===== src/gb_bus_defines.svh =====
`ifndef GB_BUS_DEFINES_SVH
`define GB_BUS_DEFINES_SVH

// ~~~~~~~~~~~~~~~~~~~~~~~~~~~~~~~~~~~~~~~~~~~~~~~~~~~~~~~~~~~~~~~~~~~~~
// Bus widths.
`define GB_ADR_W      16
`define GB_DATA_W     8
`define GB_VRAM_ADR_W 13
`define GB_OAM_ADR_W  8

// ~~~~~~~~~~~~~~~~~~~~~~~~~~~~~~~~~~~~~~~~~~~~~~~~~~~~~~~~~~~~~~~~~~~~~
// CPU memory map.
`define BOOT_TOP 16'h00FF // Boot ROM overlay end.
`define ROM_TOP  16'h7FFF
`define VRAM_LO  16'h8000
`define VRAM_HI  16'h9FFF
`define XRAM_LO  16'hA000
`define XRAM_HI  16'hBFFF
`define WRAM_LO  16'hC000
`define WRAM_HI  16'hFDFF // Includes the echo area.
`define OAM_LO   16'hFE00
`define OAM_HI   16'hFE9F
`define IO_PAGE  8'hFF

// ~~~~~~~~~~~~~~~~~~~~~~~~~~~~~~~~~~~~~~~~~~~~~~~~~~~~~~~~~~~~~~~~~~~~~
// Register offsets within the I/O page.
`define IO_JOY     8'h00
`define IO_SIO_LO  8'h01
`define IO_SIO_HI  8'h02
`define IO_TIM_LO  8'h04
`define IO_TIM_HI  8'h07
`define IO_IF      8'h0F
`define IO_SND_LO  8'h10
`define IO_SND_HI  8'h3F
`define IO_PPU_LO  8'h40
`define IO_PPU_HI  8'h4B
`define IO_BROM    8'h50
`define IO_HRAM_LO 8'h80
`define IO_HRAM_HI 8'hFE
`define IO_IE      8'hFF

`define RST_TICKS 16    // Edges per reset phase.
`define OPEN_BUS  8'hFF

`endif


===== src/gb_bus_pkg.sv =====
`include "gb_bus_defines.svh"

package gb_bus_pkg;

	// ~~~~~~~~~~~~~~~~~~~~~~~~~~~~~~~~~~~~~~~~~~~~~~~~~~~~~~~~~~~~~~~~~~~~
	// One address word, seen whole or as page and register byte.
	typedef union packed {
		logic [`GB_ADR_W-1:0] word;
		struct packed {
			logic [`GB_ADR_W-`GB_DATA_W-1:0] page;
			logic [`GB_DATA_W-1:0]           ofs;
		} io;
	} gb_adr_u;

	// ~~~~~~~~~~~~~~~~~~~~~~~~~~~~~~~~~~~~~~~~~~~~~~~~~~~~~~~~~~~~~~~~~~~~
	// Requester buses.
	typedef struct packed {
		gb_adr_u               adr;
		logic                  rd;
		logic                  wr;
		logic [`GB_DATA_W-1:0] dout;
	} gb_cpu_bus_t;

	typedef struct packed {
		logic                     active;
		logic [`GB_ADR_W-1:0]     rd_adr;  // Source side.
		logic [`GB_OAM_ADR_W-1:0] oam_adr; // OAM side.
		logic                     rd;
		logic                     wr;
		logic [`GB_DATA_W-1:0]    dout;
	} gb_dma_bus_t;

	typedef struct packed {
		logic                 need_vram;
		logic                 need_oam;
		logic [`GB_ADR_W-1:0] adr;
		logic                 rd;
	} gb_ppu_bus_t;

	// ~~~~~~~~~~~~~~~~~~~~~~~~~~~~~~~~~~~~~~~~~~~~~~~~~~~~~~~~~~~~~~~~~~~~
	// Target ports.
	typedef struct packed {
		logic [`GB_ADR_W-1:0]  adr;
		logic                  rd;
		logic                  wr;
		logic [`GB_DATA_W-1:0] din;
	} gb_mem_port_t;

	typedef struct packed {
		logic [`GB_ADR_W-1:0] adr;
		logic                 rd;
		logic                 wr;
		logic                 cs_rom;
		logic                 cs_xram;
		logic                 cs_wram;
		logic                 data_oe;
	} gb_ext_port_t;

	typedef struct packed {
		logic brom, rom, vram, xram, wram, oam, io;
	} gb_region_t;

	typedef struct packed {
		logic joy, sio, tim, iflag, snd, ppu, brom, hram, ie;
	} gb_io_sel_t;

	typedef struct packed {
		logic [`GB_DATA_W-1:0] hram, joy, sio, tim, snd, ppu, cpureg, brom;
	} gb_periph_rd_t;

endpackage


===== src/gb_bus_arbiter.sv =====
`timescale 1ns/100ps
`include "gb_bus_defines.svh"

module gb_bus_arbiter (
	input  logic                      gbclk,
	input  logic                      n_crst_in,
	input  gb_bus_pkg::gb_cpu_bus_t   cpu,
	input  gb_bus_pkg::gb_dma_bus_t   dma,
	input  gb_bus_pkg::gb_ppu_bus_t   ppu,
	input  gb_bus_pkg::gb_region_t    cpu_rgn,
	input  gb_bus_pkg::gb_region_t    dma_rgn,
	output gb_bus_pkg::gb_mem_port_t  vram,
	output gb_bus_pkg::gb_mem_port_t  oam,
	output gb_bus_pkg::gb_ext_port_t  ext
);

	logic dma_ext;
	logic wr_q;

	// Offset within the memory window.
	function automatic logic [`GB_ADR_W-1:0] vram_ofs(input logic [`GB_ADR_W-1:0] a);
		return {{(`GB_ADR_W-`GB_VRAM_ADR_W){1'b0}}, a[`GB_VRAM_ADR_W-1:0]};
	endfunction

	function automatic logic [`GB_ADR_W-1:0] oam_ofs(input logic [`GB_OAM_ADR_W-1:0] a);
		return {{(`GB_ADR_W-`GB_OAM_ADR_W){1'b0}}, a};
	endfunction

	assign dma_ext = dma.active && (dma_rgn.rom || dma_rgn.xram || dma_rgn.wram);

	// ~~~~~~~~~~~~~~~~~~~~~~~~~~~~~~~~~~~~~~~~~~~~~~~~~~~~~~~~~~~~~~~~~~~~
	// Pixel unit, then DMA, then CPU.
	always_comb begin
		vram     = '0;
		vram.din = cpu.dout; // Only the CPU writes.
		if (ppu.need_vram) begin
			vram.adr = vram_ofs(ppu.adr);
			vram.rd  = ppu.rd;
		end else if (dma.active && dma_rgn.vram) begin
			vram.adr = vram_ofs(dma.rd_adr);
			vram.rd  = dma.rd;
		end else if (cpu_rgn.vram) begin
			vram.adr = vram_ofs(cpu.adr.word);
			vram.rd  = cpu.rd;
			vram.wr  = cpu.wr;
		end
	end

	always_comb begin
		oam = '0;
		if (ppu.need_oam) begin
			oam.adr = oam_ofs(ppu.adr[`GB_OAM_ADR_W-1:0]);
			oam.rd  = ppu.rd;
		end else if (dma.active) begin
			oam.adr = oam_ofs(dma.oam_adr); // DMA owns OAM for the whole transfer.
			oam.wr  = dma.wr;
			oam.din = dma.dout;
		end else if (cpu_rgn.oam) begin
			oam.adr = oam_ofs(cpu.adr.word[`GB_OAM_ADR_W-1:0]);
			oam.rd  = cpu.rd;
			oam.wr  = cpu.wr;
			oam.din = cpu.dout;
		end
	end

	// ~~~~~~~~~~~~~~~~~~~~~~~~~~~~~~~~~~~~~~~~~~~~~~~~~~~~~~~~~~~~~~~~~~~~
	// External bus.
	always_comb begin
		if (dma_ext) begin
			ext.adr = dma.rd_adr;
			ext.rd  = dma.rd;
			ext.wr  = 1'b0;
		end else begin
			ext.adr = cpu.adr.word;
			ext.rd  = cpu.rd;
			ext.wr  = cpu.wr;
		end
		ext.cs_rom  = cpu_rgn.rom || (dma.active && dma_rgn.rom);
		ext.cs_xram = cpu_rgn.xram || (dma.active && dma_rgn.xram);
		ext.cs_wram = cpu_rgn.wram || (dma.active && dma_rgn.wram);
		ext.data_oe = ext.wr || wr_q; // Hold drivers one cycle past the write.
	end

	always_ff @(posedge gbclk) begin
		if (!n_crst_in)
			wr_q <= 1'b0;
		else
			wr_q <= ext.wr;
	end

endmodule


===== src/gb_bus_top.sv =====
`timescale 1ns/100ps
`include "gb_bus_defines.svh"

module gb_bus_top (
	input  logic                      gbclk,
	input  logic                      n_crst_in,
	input  logic                      gb_on_req,
	input  gb_bus_pkg::gb_cpu_bus_t   cpu,
	input  gb_bus_pkg::gb_dma_bus_t   dma,
	input  gb_bus_pkg::gb_ppu_bus_t   ppu,
	input  logic [`GB_DATA_W-1:0]     vram_dout,
	input  logic [`GB_DATA_W-1:0]     oam_dout,
	input  logic [`GB_DATA_W-1:0]     ext_din,
	input  gb_bus_pkg::gb_periph_rd_t periph,
	output gb_bus_pkg::gb_mem_port_t  vram,
	output gb_bus_pkg::gb_mem_port_t  oam,
	output gb_bus_pkg::gb_ext_port_t  ext,
	output gb_bus_pkg::gb_io_sel_t    io_sel,
	output logic [`GB_DATA_W-1:0]     cpu_din,
	output logic [`GB_DATA_W-1:0]     dma_din,
	output logic                      hide_bootrom,
	output logic                      reset_gb,
	output logic                      reset_done
);

	gb_bus_pkg::gb_region_t cpu_rgn;
	gb_bus_pkg::gb_region_t dma_rgn;

	// ~~~~~~~~~~~~~~~~~~~~~~~~~~~~~~~~~~~~~~~~~~~~~~~~~~~~~~~~~~~~~~~~~~~~
	// Address decode.
	gb_memmap #(.boot_overlay(1'b1)) cpu_map (
		.adr          (cpu.adr),
		.hide_bootrom (hide_bootrom),
		.rgn          (cpu_rgn)
	);

	gb_memmap #(.boot_overlay(1'b0)) dma_map (
		.adr          (dma.rd_adr),
		.hide_bootrom (1'b1), // DMA never sees the boot ROM.
		.rgn          (dma_rgn)
	);

	gb_iomap io_map (
		.gbclk        (gbclk),
		.n_crst_in    (n_crst_in),
		.reset_gb     (reset_gb),
		.cpu          (cpu),
		.io_page      (cpu_rgn.io),
		.io_sel       (io_sel),
		.hide_bootrom (hide_bootrom)
	);

	// ~~~~~~~~~~~~~~~~~~~~~~~~~~~~~~~~~~~~~~~~~~~~~~~~~~~~~~~~~~~~~~~~~~~~
	gb_bus_arbiter arb (
		.gbclk, .n_crst_in, .cpu, .dma, .ppu, .cpu_rgn, .dma_rgn, .vram, .oam, .ext
	);

	gb_read_mux rd_mux (
		.cpu, .dma, .ppu, .cpu_rgn, .dma_rgn, .io_sel,
		.vram_dout, .oam_dout, .ext_din, .periph, .cpu_din, .dma_din
	);

	gb_reset_seq rst_seq (
		.gbclk      (gbclk),
		.n_crst_in  (n_crst_in),
		.gb_on_req  (gb_on_req),
		.reset_done (reset_done),
		.reset_gb   (reset_gb)
	);

endmodule


===== src/gb_iomap.sv =====
`timescale 1ns/100ps
`include "gb_bus_defines.svh"

module gb_iomap (
	input  logic                    gbclk,
	input  logic                    n_crst_in,
	input  logic                    reset_gb,
	input  gb_bus_pkg::gb_cpu_bus_t cpu,
	input  logic                    io_page,
	output gb_bus_pkg::gb_io_sel_t  io_sel,
	output logic                    hide_bootrom
);

	logic [`GB_DATA_W-1:0] ofs;
	logic                  hide_set;

	assign ofs = cpu.adr.io.ofs;

	// ~~~~~~~~~~~~~~~~~~~~~~~~~~~~~~~~~~~~~~~~~~~~~~~~~~~~~~~~~~~~~~~~~~~~
	// Register decode.
	always_comb begin
		io_sel = '0;
		if (io_page) begin
			io_sel.joy   = ofs == `IO_JOY;
			io_sel.sio   = ofs >= `IO_SIO_LO && ofs <= `IO_SIO_HI;
			io_sel.tim   = ofs >= `IO_TIM_LO && ofs <= `IO_TIM_HI;
			io_sel.iflag = ofs == `IO_IF;
			io_sel.snd   = ofs >= `IO_SND_LO && ofs <= `IO_SND_HI;
			io_sel.ppu   = ofs >= `IO_PPU_LO && ofs <= `IO_PPU_HI;
			io_sel.brom  = ofs == `IO_BROM;
			io_sel.hram  = ofs >= `IO_HRAM_LO && ofs <= `IO_HRAM_HI;
			io_sel.ie    = ofs == `IO_IE;
		end
	end

	// ~~~~~~~~~~~~~~~~~~~~~~~~~~~~~~~~~~~~~~~~~~~~~~~~~~~~~~~~~~~~~~~~~~~~
	// Boot ROM hide. Any nonzero write locks the ROM out.
	assign hide_set = cpu.wr && io_sel.brom && (cpu.dout != '0);

	always_ff @(posedge gbclk) begin
		if (!n_crst_in) begin
			hide_bootrom <= 1'b0;
		end else if (reset_gb) begin
			hide_bootrom <= 1'b0; // Console reset shows it again.
		end else if (hide_set) begin
			hide_bootrom <= 1'b1;
		end
	end

endmodule


===== src/gb_memmap.sv =====
`timescale 1ns/100ps
`include "gb_bus_defines.svh"

module gb_memmap #(
	parameter bit boot_overlay = 1'b1
) (
	input  gb_bus_pkg::gb_adr_u    adr,
	input  logic                   hide_bootrom,
	output gb_bus_pkg::gb_region_t rgn
);

	logic [`GB_ADR_W-1:0] a;

	assign a = adr.word;

	// At most one select; the gap above OAM selects nothing.
	always_comb begin
		rgn = '0;
		if (adr.io.page == `IO_PAGE) begin
			rgn.io = 1'b1;
		end else if (a >= `OAM_LO && a <= `OAM_HI) begin
			rgn.oam = 1'b1;
		end else if (a >= `WRAM_LO && a <= `WRAM_HI) begin
			rgn.wram = 1'b1;
		end else if (a >= `XRAM_LO && a <= `XRAM_HI) begin
			rgn.xram = 1'b1;
		end else if (a >= `VRAM_LO && a <= `VRAM_HI) begin
			rgn.vram = 1'b1;
		end else if (a <= `ROM_TOP) begin
			if (boot_overlay && !hide_bootrom && a <= `BOOT_TOP)
				rgn.brom = 1'b1; // Overlay on cartridge ROM.
			else
				rgn.rom = 1'b1;
		end
	end

endmodule


===== src/gb_read_mux.sv =====
`timescale 1ns/100ps
`include "gb_bus_defines.svh"

module gb_read_mux (
	input  gb_bus_pkg::gb_cpu_bus_t   cpu,
	input  gb_bus_pkg::gb_dma_bus_t   dma,
	input  gb_bus_pkg::gb_ppu_bus_t   ppu,
	input  gb_bus_pkg::gb_region_t    cpu_rgn,
	input  gb_bus_pkg::gb_region_t    dma_rgn,
	input  gb_bus_pkg::gb_io_sel_t    io_sel,
	input  logic [`GB_DATA_W-1:0]     vram_dout,
	input  logic [`GB_DATA_W-1:0]     oam_dout,
	input  logic [`GB_DATA_W-1:0]     ext_din,
	input  gb_bus_pkg::gb_periph_rd_t periph,
	output logic [`GB_DATA_W-1:0]     cpu_din,
	output logic [`GB_DATA_W-1:0]     dma_din
);

	logic cpu_ext;
	logic dma_ext;

	assign cpu_ext = cpu_rgn.rom || cpu_rgn.xram || cpu_rgn.wram;
	assign dma_ext = dma_rgn.rom || dma_rgn.xram || dma_rgn.wram;

	// ~~~~~~~~~~~~~~~~~~~~~~~~~~~~~~~~~~~~~~~~~~~~~~~~~~~~~~~~~~~~~~~~~~~~
	// CPU read data, first match wins.
	always_comb begin
		cpu_din = `OPEN_BUS;
		if (!cpu.rd)
			cpu_din = `OPEN_BUS; // Idle bus floats high.
		else if (io_sel.hram)
			cpu_din = periph.hram;
		else if (io_sel.joy)
			cpu_din = periph.joy;
		else if (io_sel.sio)
			cpu_din = periph.sio;
		else if (io_sel.tim)
			cpu_din = periph.tim;
		else if (io_sel.snd)
			cpu_din = periph.snd;
		else if (io_sel.ppu)
			cpu_din = periph.ppu;
		else if (io_sel.iflag || io_sel.ie)
			cpu_din = periph.cpureg; // Both live in the CPU.
		else if (cpu_rgn.brom)
			cpu_din = periph.brom;
		else if (cpu_rgn.vram && !ppu.need_vram && !(dma.active && dma_rgn.vram))
			cpu_din = vram_dout;
		else if (cpu_rgn.oam && !dma.active && !ppu.need_oam)
			cpu_din = oam_dout;
		else if (cpu_ext && !(dma.active && dma_ext))
			cpu_din = ext_din;
	end

	// DMA source data.
	always_comb begin
		if (dma_rgn.vram && !ppu.need_vram)
			dma_din = vram_dout;
		else if (dma_ext)
			dma_din = ext_din;
		else
			dma_din = `OPEN_BUS;
	end

endmodule


===== src/gb_reset_seq.sv =====
`timescale 1ns/100ps
`include "gb_bus_defines.svh"

module gb_reset_seq (
	input  logic gbclk,
	input  logic n_crst_in,
	input  logic gb_on_req,
	output logic reset_done,
	output logic reset_gb
);

	localparam int cnt_w = $clog2(`RST_TICKS);
	localparam logic [cnt_w-1:0] last_tick = cnt_w'(`RST_TICKS - 1);

	// One-hot phase.
	localparam logic [2:0] s_assert  = 3'b001;
	localparam logic [2:0] s_release = 3'b010;
	localparam logic [2:0] s_done    = 3'b100;

	logic [cnt_w-1:0] por_cnt;
	logic             por_done;
	logic [2:0]       state;
	logic [cnt_w-1:0] ph_cnt;
	logic             gb_on_q;

	// ~~~~~~~~~~~~~~~~~~~~~~~~~~~~~~~~~~~~~~~~~~~~~~~~~~~~~~~~~~~~~~~~~~~~
	always_ff @(posedge gbclk) begin
		if (!n_crst_in) begin
			por_cnt  <= '0;
			por_done <= 1'b0;
			state    <= s_assert;
			ph_cnt   <= '0;
			gb_on_q  <= 1'b0;
		end else begin
			gb_on_q <= gb_on_req;

			// Power-on delay.
			if (!por_done) begin
				por_cnt <= por_cnt + 1'b1;
				if (por_cnt == last_tick)
					por_done <= 1'b1;
			end

			if (gb_on_req != gb_on_q) begin
				state  <= s_assert; // Power switch moved.
				ph_cnt <= '0;
			end else if (por_done) begin
				if (state == s_assert) begin
					if (ph_cnt == last_tick) begin
						state  <= s_release;
						ph_cnt <= '0;
					end else begin
						ph_cnt <= ph_cnt + 1'b1;
					end
				end else if (state == s_release) begin
					if (ph_cnt == last_tick)
						state <= s_done;
					else
						ph_cnt <= ph_cnt + 1'b1;
				end
			end
		end
	end

	assign reset_done = (state == s_done);
	assign reset_gb   = !reset_done || !gb_on_req;

endmodule


===== config.mk =====
export PLATFORM = sky130hd
export DESIGN_NAME = gb_bus_top
export DESIGN_NICKNAME = d
export VERILOG_FILES = /design/src/gb_bus_pkg.sv /design/src/gb_bus_arbiter.sv /design/src/gb_bus_top.sv /design/src/gb_iomap.sv /design/src/gb_memmap.sv /design/src/gb_read_mux.sv /design/src/gb_reset_seq.sv
export VERILOG_INCLUDE_DIRS = /design/src
export SDC_FILE = /design/constraint.sdc
export NUM_CORES = 1
export LEC_CHECK = 0
export ABC_AREA = 1
export BUFFER_PORTS_ARGS = -buffer_cell sky130_fd_sc_hd__buf_2
export CAP_MARGIN = 0
export CORE_AREA = 2 2 105 107
export DETAILED_ROUTE_END_ITERATION = 8
export DIE_AREA = 0 0 107 109
export HOLD_SLACK_MARGIN = 0.12
export PLACE_DENSITY = 0.66
export SKIP_LAST_GASP = 1
export SLEW_MARGIN = 5
export SYNTH_ARGS = -nofsm -noshare
export SYNTH_HDL_FRONTEND = slang
export SYNTH_SLANG_ARGS = --single-unit

===== constraint.sdc =====
create_clock -name gbclk -period 3 [get_ports gbclk]
set_input_delay 0.15 -clock gbclk [delete_from_list [all_inputs] [get_ports gbclk]]
set_output_delay 0.15 -clock gbclk [all_outputs]
set_load 0.05 [all_outputs]

==> results.tsv, run 1 <==
metric	value	unit
combined flip-flop and latch cell area	300	µm²
layout cells sized above 1	34.3	%
final setup violation count	0	
Top-Level Pins	273	
warning count from the yosys run	0	
Resized Gates After CTS	0	
critical path launch point type	flip-flop	
Worst Min Path Start	n_crst_in	
netlist area before placement	0.00313	mm²
Critical Path Fanout Max	8	
number of routed nets with antenna violations	0	
die area	0.0117	mm²
DR vias	4613	
count of final hold-check violations	0	
Setup Buffers After CTS	0	
Worst R2R Start	rst_seq.state[0]	
vias per cell	4.70	
most congested layer reported by global routing	met2	
overall power after layout	0.00109	W
FF+latch count, synth	15	
Total Nets Final	1016	
Critical Setup Path Class	reg2out	
worst relative slew slack	58.7	%
Multi-input gate area	0.00217	mm²
number of buffers added to fix hold violations after cts	1	
Min Clock Period, post-route	2.51	ns
DPL Wire Length	11500	µm
unrepaired setup endpoints after global routing	no	
clock buffer count from CTS	3	
horizontal die dimension	107	µm
port buffer count	258	
FP Rows	38	
data required time at the worst endpoint	2.85	ns
Leakage Power	2.62	nW
vertical die dimension	109	µm
number of violations of the max-capacitance limit	0	
Final GP Congestion	0.894	
maximum level of the CTS H-tree	1	
number of antenna violations at the first check in global routing	0	
Tcrit/Tclk final	83.8	%
Fmax	0.398	GHz
share of synthesized area occupied by flip-flops and latches	9.60	%
maximum number of pins on one net before global-route repair	25	
status	finished clean	
hold slack	0.160	ns
latest clock arrival within the worst-skew pair	0.25	ns
worst min-delay path category	in2reg	
wire length after detailed routing	13500	µm
Sink Count	15	
Detailed Route Iter0 Violations	271	
Final TNS setup	0	ns
most common cell after layout, fill and taps aside	buf_2	
vias in the first global route	4154	
drt pass-1 iters	5	
worst setup path start	io_map.hide_bootrom	
number of antenna cells inserted	0	
Mapped Cells	602	
clock-pin slew on the worst setup and hold paths	0.06	ns
clock tree from TritonCTS	done	
Root Buffer	clkbuf_8	
Worst Max-Slew Pin Slew	0.615	ns
met2 usage	40.9	%
GRT Overall Usage	21.5	%
Wirelength per Cell	13.7	µm
number of slew-limit violations in the final report	0	
wire length of the first global-routing pass	20200	µm
met3 Use GR	2.45	%
Worst Setup End Kind	output port	
Core Region	0.0106	mm²
final worst clock skew	0.00226	ns
maximum vdd drop	0.000184	V
power density normalized to cell area	242	mW/mm²
remaining routing DRC violations	0	
Crit path arrival time	2.36	ns
maximum count of clock buffers along a single path	2	
starting utilization of the core area	29.5	%
final global-route overflow total	0	
Area Growth Syn to Fin	43.4	%
met1 usage	25.9	%
Avg Inst Size Synth	5.20	µm²
commonest cells after routing, fill and taps aside	buf_2, nand2_1, inv_1, nor2_1, nand3_1	
count of cell types in the netlist	40	
layout filler cell count	1245	
[sequential cells by signal, indices dropped and copies added, names as in the netlist]
| signal | flops |
|---|---|
| rst_seq.ph_cnt | 4 |
| io_map.hide_bootrom | 1 |
| rst_seq.state | 3 |
| rst_seq.por_cnt | 4 |
| rst_seq.gb_on_q | 1 |
| rst_seq.por_done | 1 |
| arb.wr_q | 1 |
[through the flow]
stage	cells	cell area, µm²	util (%)	setup slack (ns)
2_1_floorplan	612	3170	-	0.816
5_1_grt	982	4490	42.3	0.218
4_1_cts	982	4490	42.3	0.498
6_report	982	4490	42.3	0.487
3_5_place_dp	977	4430	41.8	0.735
3_3_place_gp	977	4430	41.8	0.714
[where the power goes]
group | switching, W | leakage (nW) | internal [W] | total (W)
Sequential | 0.00000252 | 0.122 | 0.000204 | 0.000207
Combinational | 0.000517 | 2.47 | 0.000197 | 0.000714
Clock | 0.0000723 | 0.0228 | 0.0000941 | 0.000166
[final cells by class]
cell class,count,share of cell area (%)
multi-input combinational,436,48.4
timing repair buffer,262,29.5
inverter,125,10.5
sequential,15,6.69
tap,140,3.90
clock buffer,4,1.00
[worst paths after layout]
| kind | endpoint | slack, ns | cells past startpoint |
|---|---|---|---|
| setup / recovery | cpu_din[2] | 0.49 | 13 |
| hold / removal | rst_seq.gb_on_q | 0.16 | 3 |
| setup reg to reg | rst_seq.ph_cnt[3] | 1.27 | 9 |
| hold reg to reg | rst_seq.por_cnt[3] | 0.46 | 1 |
[cells in the mapped netlist]
library cell	count	area, µm²
inv_4	1	6.26
a211oi_1	2	15.0
buf_6	1	11.3
nor2_4	2	22.5
nand3_1	50	250
or2_1	1	6.26
o21bai_1	2	15.0
or2_0	4	25.0
clkbuf_1	11	41.3
nor2_1	50	188
or2_2	6	37.5
inv_1	115	432
nand2_2	4	25.0
o21ai_0	41	205
o21ai_1	10	50.1
o21a_1	5	37.5
nor4_2	1	12.5
nand3b_1	13	97.6
inv_2	3	11.3
o22ai_1	11	68.8
nor4_1	2	12.5
o211ai_1	12	90.1
nor2_2	2	12.5
buf_4	20	150
conb_1	1	3.75
dfxtp_1	15	300
nor3_1	11	55.1
nor2_8	1	20.0
nand2_4	1	11.3
o221ai_1	6	52.6
ha_1	2	25.0
nor3_4	3	48.8
nor3_2	1	10.0
nand4_1	13	81.3
nand2_1	156	586
xnor2_1	1	8.76
a31oi_1	1	6.26
buf_2	4	20.0
a21oi_1	11	55.1
clkinv_1	6	22.5
[metal layers]
layer | vias up | routed length (µm)
li1 | 2377 | -
met1 | 2008 | 5380
met2 | 212 | 6860
met3 | 16 | 1090
met4 | 0 | 180
met5 | - | 0
[cell families after synthesis]
group                    share of synthesized area [%]
XOR/XNOR                                         0.280
AO/OA/AOI/OAI                                     19.0
AND/OR/NAND/NOR                                   48.0
buffers and inverters                             22.2
adder cells (fa/ha/maj)                          0.800
other                                            0.120
flip-flops                                        9.60
[critical path, stage by stage (launching register included)]
cell	delay, ns
dfxtp_1	0.34
nor2_1	0.13
nand3_1	0.10
nor2_1	0.43
inv_1	0.27
o21ai_0	0.15
clkinv_1	0.09
nand3_1	0.08
nand2_1	0.07
nand3_1	0.08
nor2_1	0.05
nand4_1	0.07
nand2_1	0.05
buf_2	0.20
(Power assumes the default switching activity.)
==> run 2, diff against run 1 <==
CORE_AREA = unset   (was 2 2 105 107)
CORE_ASPECT_RATIO = 0.6   (was unset)
CORE_MARGIN = 2   (was unset)
CORE_UTILIZATION = 36   (was unset)
DIE_AREA = unset   (was 0 0 107 109)
PLACE_DENSITY = 0.8   (was 0.66)
clock period = 2.2 ns   (was 3 ns; I/O delays follow)
==> run 2 against run 1 <==
Net effect:
- sequential share of layout area down 0.15 points
- die area down 19%
- clock power up 110%
- final area up 2.6%
- worst setup slack worse by 0.30 ns
==> results.tsv, run 2 (synthesis gave the netlist of run 1 again) <==
metric	value	unit	change
status	finished clean		unchanged
count of final hold-check violations	0		unchanged
sequential share of power	17.4	%	was 19.0%
number of routed nets with antenna violations	0		unchanged
clock tree from TritonCTS	done		unchanged
Fmax	0.496	GHz	
Critical Path Fanout Max	8		unchanged
latest clock arrival within the worst-skew pair	0.24	ns	was 0.25 ns
remaining routing DRC violations	0		unchanged
port buffer count	258		unchanged
worst min-delay path category	in2reg		unchanged
Leakage Power	2.71	nW	was 2.62 nW
FP Rows	26		was 38
combinational fraction of design power	61.0	%	was 65.7%
most common cell after layout, fill and taps aside	buf_2		unchanged
Worst Max-Slew Pin Slew	0.511	ns	was 0.615 ns
number of cells on the worst hold path	3		unchanged
Critical Setup Path Class	reg2out		unchanged
maximum count of clock buffers along a single path	2		unchanged
power density normalized to cell area	352	mW/mm²	was 242 mW/mm²
clock-pin slew on the worst setup and hold paths	0.05	ns	was 0.06 ns
Final TNS setup	0	ns	unchanged
DPL Wire Length	10900	µm	was 11500 µm
GRT Overall Usage	25.7	%	was 21.5%
layout filler cell count	908		was 1245
commonest cells after routing, fill and taps aside	buf_2, nand2_1, inv_1, nand3_1, nor2_1		was buf_2, nand2_1, inv_1, nor2_1, nand3_1
Worst Setup End Kind	output port		unchanged
final global-route overflow total	0		unchanged
Final GP Congestion	0.912		was 0.894
DR vias	4731		was 4613
starting utilization of the core area	36.9	%	was 29.5%
cell internal power dissipation	0.000806	W	was 0.000495 W
critical path launch point type	flip-flop		unchanged
Wirelength per Cell	13.4	µm	was 13.7 µm
Tcrit/Tclk final	91.6	%	
number of violations of the max-capacitance limit	0		unchanged
unrepaired setup endpoints after global routing	no		unchanged
clock power share	21.5	%	was 15.3%
Crit path arrival time	1.90	ns	was 2.36 ns
final setup violation count	0		unchanged
Core Region	0.00849	mm²	was 0.0106 mm²
worst setup slack for register-to-register paths	0.71	ns	was 1.27 ns
vertical die dimension	76.2	µm	was 109 µm
worst relative slew slack	65.7	%	was 58.7%
maximum vdd drop	0.000468	V	was 0.000184 V
Area Growth Syn to Fin	47.2	%	was 43.4%
vias in the first global route	4118		was 4154
number of antenna cells inserted	0		unchanged
switching share of power	50.3	%	was 54.4%
destination of the worst hold path	rst_seq.gb_on_q		unchanged
Sink Count	15		unchanged
Min Clock Period, post-route	2.01	ns	
Total Nets Final	1024		was 1016
final worst clock skew	0.000776	ns	was 0.00226 ns
Detailed Route Iter0 Violations	404		was 271
maximum number of pins on one net before global-route repair	22		was 25
overall power after layout	0.00162	W	was 0.00109 W
maximum level of the CTS H-tree	1		unchanged
worst reg2reg endpoint	rst_seq.ph_cnt[3]		unchanged
wire length after detailed routing	12900	µm	was 13500 µm
layout cells sized above 1	35.8	%	was 34.3%
Register-to-Register Path Depth	10		was 9
vias per cell	4.92		was 4.70
data required time at the worst endpoint	2.09	ns	was 2.85 ns
number of antenna violations at the first check in global routing	0		unchanged
power dissipated by switching net loads	0.000816	W	was 0.000592 W
registers with the most flip-flops	rst_seq.ph_cnt (4), rst_seq.por_cnt (4), rst_seq.state (3)		unchanged
Worst R2R Start	rst_seq.state[0]		unchanged
Root Buffer	clkbuf_16		was clkbuf_8
wire length of the first global-routing pass	20500	µm	was 20200 µm
drt pass-1 iters	5		unchanged
Worst Min Path Start	n_crst_in		unchanged
die area	0.00948	mm²	was 0.0117 mm²
Top-Level Pins	273		unchanged
horizontal die dimension	124	µm	was 107 µm
clock buffer count from CTS	3		unchanged
number of slew-limit violations in the final report	0		unchanged
## run 2: changes by cell type in the layout (fill, tap and decap cells not counted), sizes merged
cell  delta
buf      +8
## run 2: worst max-delay path by stage
stage,startpoint,endpoint,slack (ns),cells after the start
after global routing,cpu[15],cpu_din[2],0.01,10
final,io_map.hide_bootrom,cpu_din[3],0.19,12
after global placement,cpu[15],cpu_din[1],0.21,12
after floorplan,dma[27],ext[13],0.1,8
after CTS,io_map.hide_bootrom,cpu_din[1],0.02,14
after detailed placement,io_map.hide_bootrom,cpu_din[7],0.18,12
## run 2: power by group through the flow
stage	Combinational, W	Clock (W)	Sequential (W)
after floorplan	0.000663	0	0.000287
after global placement	0.000964	0	0.000288
after detailed placement	0.000966	0	0.000288
after CTS	0.000973	0.000354	0.000283
after global routing	0.00106	0.000367	0.000283
final	0.000990	0.000349	0.000283
## run 2: metrics by stage
step / setup slack, ns / hold slack, ns / std cells / instance area [µm²] / util [%]
after floorplan: 0.0957 / 0.203 / 612 / 3170 / -
after global placement: 0.213 / 0.324 / 956 / 4450 / 52.4
after detailed placement: 0.184 / 0.331 / 956 / 4450 / 52.4
after CTS: 0.0177 / 0.123 / 961 / 4550 / 53.6
after global routing: 0.0122 / 0.145 / 962 / 4610 / 54.3
final: 0.185 / 0.133 / 962 / 4610 / 54.3
## run 2: area by class of cell
class | count | area, µm² | share of cell area, %
Clock buffer | 4 | 78.8 | 1.71
Inverter | 125 | 472 | 10.2
Multi-Input combinational cell | 436 | 2200 | 47.7
Tap cell | 112 | 140 | 3.04
Timing Repair Buffer | 270 | 1420 | 30.8
Sequential cell | 15 | 302 | 6.55
## run 2: what timing repair did
item / 4_1_cts / 5_1_grt
hold buffers: 1 / 0
buffers inserted: 0 / 1
pin swaps: 0 / 2
setup endpoints to repair: 8 / 8
hold endpoints to repair: 1 / 0
gates resized for setup: 4 / 22
## run 2: routing by layer
metal / wire length, µm / track usage (%) / vias up
met5: 0 / 0 / -
met4: 139 / 4.61 / 0
met3: 1160 / 3.86 / 14
met2: 6030 / 43.0 / 246
met1: 5570 / 35.6 / 2074
li1: - / - / 2397
## run 2: worst max-delay path, stage by stage (launching register included)
cell	delay (ns)
dfxtp_2	0.34
nor2_2	0.10
nand3_1	0.11
o21bai_2	0.22
nand2_4	0.11
nand3b_1	0.09
nand3_1	0.09
nand2_1	0.08
nand3_1	0.06
nor2_1	0.10
nand4_1	0.08
nand2_1	0.08
buf_4	0.19
==> run 3, diff against run 2 <==
BUFFER_PORTS_ARGS = -buffer_cell sky130_fd_sc_hd__buf_4   (was -buffer_cell sky130_fd_sc_hd__buf_2)
==> run 3 against run 2 <==
Net effect:
- utilization is 7.1 points higher
- register-to-register slack got worse by 0.27 ns
- final area up 13%
- highest routed layer unchanged
- first-iteration DRC count rose by 1.5%
- global-route usage grew 2.6 points
- clock skew up 0.0016 ns
- non-clock buffer count shrank 3
==> results.tsv, run 3 (synthesis gave the netlist of run 1 again) <==
metric	value	unit	change
Root Buffer	clkbuf_16		unchanged
worst relative slew slack	63.6	%	was 65.7%
vias per cell	5.08		was 4.92
number of routed nets with antenna violations	0		unchanged
vias in the first global route	4461		was 4118
unrepaired setup endpoints after global routing	yes		was no
combined flip-flop and latch cell area	302	µm²	unchanged
Wirelength per Cell	14.9	µm	was 13.4 µm
Core Region	0.00849	mm²	unchanged
status	finished clean		unchanged
Worst Setup End Kind	output port		unchanged
Multi-input gate area	0.00219	mm²	was 0.00220 mm²
die area	0.00948	mm²	unchanged
maximum vdd drop	0.000513	V	was 0.000468 V
final setup violation count	0		unchanged
worst min-delay path category	in2reg		unchanged
count of final hold-check violations	0		unchanged
Detailed Route Iter0 Violations	410		was 404
Critical Path Fanout Max	8		unchanged
horizontal die dimension	124	µm	unchanged
overall power after layout	0.00177	W	was 0.00162 W
Post-Place Worst Slack	0.251	ns	was 0.184 ns
number of slew-limit violations in the final report	0		unchanged
number of antenna violations at the first check in global routing	0		unchanged
final global-route overflow total	0		unchanged
FP Rows	26		unchanged
wire length after detailed routing	14300	µm	was 12900 µm
registers with the most flip-flops	rst_seq.ph_cnt (4), rst_seq.por_cnt (4), rst_seq.state (3)		unchanged
Tcrit/Tclk final	94.9	%	was 91.6%
Leakage Power	2.88	nW	was 2.71 nW
Area Growth Syn to Fin	66.5	%	was 47.2%
wire length of the first global-routing pass	22600	µm	was 20500 µm
maximum level of the CTS H-tree	1		unchanged
port buffer count	258		unchanged
clock tree from TritonCTS	done		unchanged
Critical Setup Path Class	reg2out		unchanged
critical path launch point type	flip-flop		unchanged
Final GP Congestion	0.939		was 0.912
Top-Level Pins	273		unchanged
DPL Wire Length	12100	µm	was 10900 µm
maximum count of clock buffers along a single path	2		unchanged
maximum number of pins on one net before global-route repair	24		was 22
worst setup slack after layout	0.112	ns	was 0.185 ns
number of violations of the max-capacitance limit	0		unchanged
clock-pin slew on the worst setup and hold paths	0.05	ns	about the same
Min Clock Period, post-route	2.09	ns	was 2.01 ns
remaining routing DRC violations	0		unchanged
vertical die dimension	76.2	µm	unchanged
Total Nets Final	1021		was 1024
layout cells sized above 1	35.2	%	was 35.8%
final worst clock skew	0.00242	ns	was 0.000776 ns
Crit path arrival time	1.98	ns	was 1.90 ns
power density normalized to cell area	340	mW/mm²	was 352 mW/mm²
drt pass-1 iters	5		unchanged
latest clock arrival within the worst-skew pair	0.24	ns	about the same
Fmax	0.479	GHz	was 0.496 GHz
Worst Max-Slew Pin Slew	0.543	ns	was 0.511 ns
layout filler cell count	807		was 908
starting utilization of the core area	36.9	%	unchanged
Sink Count	15		unchanged
commonest cells after routing, fill and taps aside	buf_4, nand2_1, inv_1, nand3_1, nor2_1		was buf_2, nand2_1, inv_1, nand3_1, nor2_1
GRT Overall Usage	28.3	%	was 25.7%
DR vias	4873		was 4731
number of antenna cells inserted	0		unchanged
clock buffer count from CTS	3		unchanged
most common cell after layout, fill and taps aside	buf_4		was buf_2
data required time at the worst endpoint	2.09	ns	about the same
==> run 3: cell count changes in the layout (fill, tap and decap cells not counted) <==
cell | before | now
nand2_2 | 5 | 4
dlygate4sd3_1 | 1 | 2
o21a_1 | 4 | 5
nand2_1 | 154 | 155
o21a_2 | 1 | 0
buf_4 | 15 | 263
buf_12 | 0 | 1
buf_6 | 4 | 1
buf_2 | 250 | 0
==> run 3: final timing paths <==
path	start	endpoint	slack (ns)	cells after the start
worst max-delay path	io_map.hide_bootrom	cpu_din[7]	0.11	12
worst min-delay path	cpu[8]	arb.wr_q	0.14	3
worst max register to register	rst_seq.state[0]	rst_seq.ph_cnt[3]	0.44	9
worst min register to register	rst_seq.por_cnt[3]	rst_seq.por_cnt[3]	0.45	1
==> run 3: timing repair <==
item	in CTS	in global routing
endpoints found under the hold margin	1	0
gates resized for setup	1	7
pin swaps	0	2
buffers inserted	0	1
hold buffers	2	0
setup endpoints to repair	2	8
==> run 3: where the power goes <==
part / total (W) / internal [W] / switching, W
Combinational: 0.00114 / 0.000416 / 0.000721
Clock: 0.000353 / 0.000245 / 0.000108
Sequential: 0.000283 / 0.000279 / 0.00000374
Total: 0.00177 / 0.000940 / 0.000832
==> run 3: area by class of cell <==
class | count | area share (%)
inverters | 125 | 9.05
well taps | 112 | 2.69
repair buffers | 267 | 38.9
flip-flops and latches | 15 | 5.79
multi-input cells | 436 | 42.1
clock buffers | 4 | 1.51
==> run 3: per-layer routing <==
layer	GRT usage (%)	share of wire [%]
met1	37.8	43
met5	0	0
met3	3.51	7.6
met2	48.9	47
met4	6.40	2.2
==> run 3: stage by stage <==
stage | instances | utilization [%] | cell area (µm²) | hold slack (ns) | setup TNS, ns
finish | 959 | 61.4 | 5210 | 0.144 | 0
global route | 959 | 61.4 | 5210 | 0.154 | -0.0583
CTS | 958 | 61.0 | 5180 | 0.141 | 0
detailed placement | 952 | 59.8 | 5080 | 0.326 | 0
global placement | 952 | 59.8 | 5080 | 0.307 | 0
floorplan | 612 | - | 3170 | 0.203 | 0
==> run 3: critical path: stages, from the launching register on <==
cell,delay [ns]
dfxtp_2,0.35
nor2_2,0.12
nand3_1,0.11
o21bai_2,0.22
nand2_4,0.11
nand3b_1,0.10
nand3_1,0.10
nand2_1,0.07
nand3_1,0.07
nor2_1,0.13
nand4_1,0.09
nand2_1,0.07
buf_4,0.19
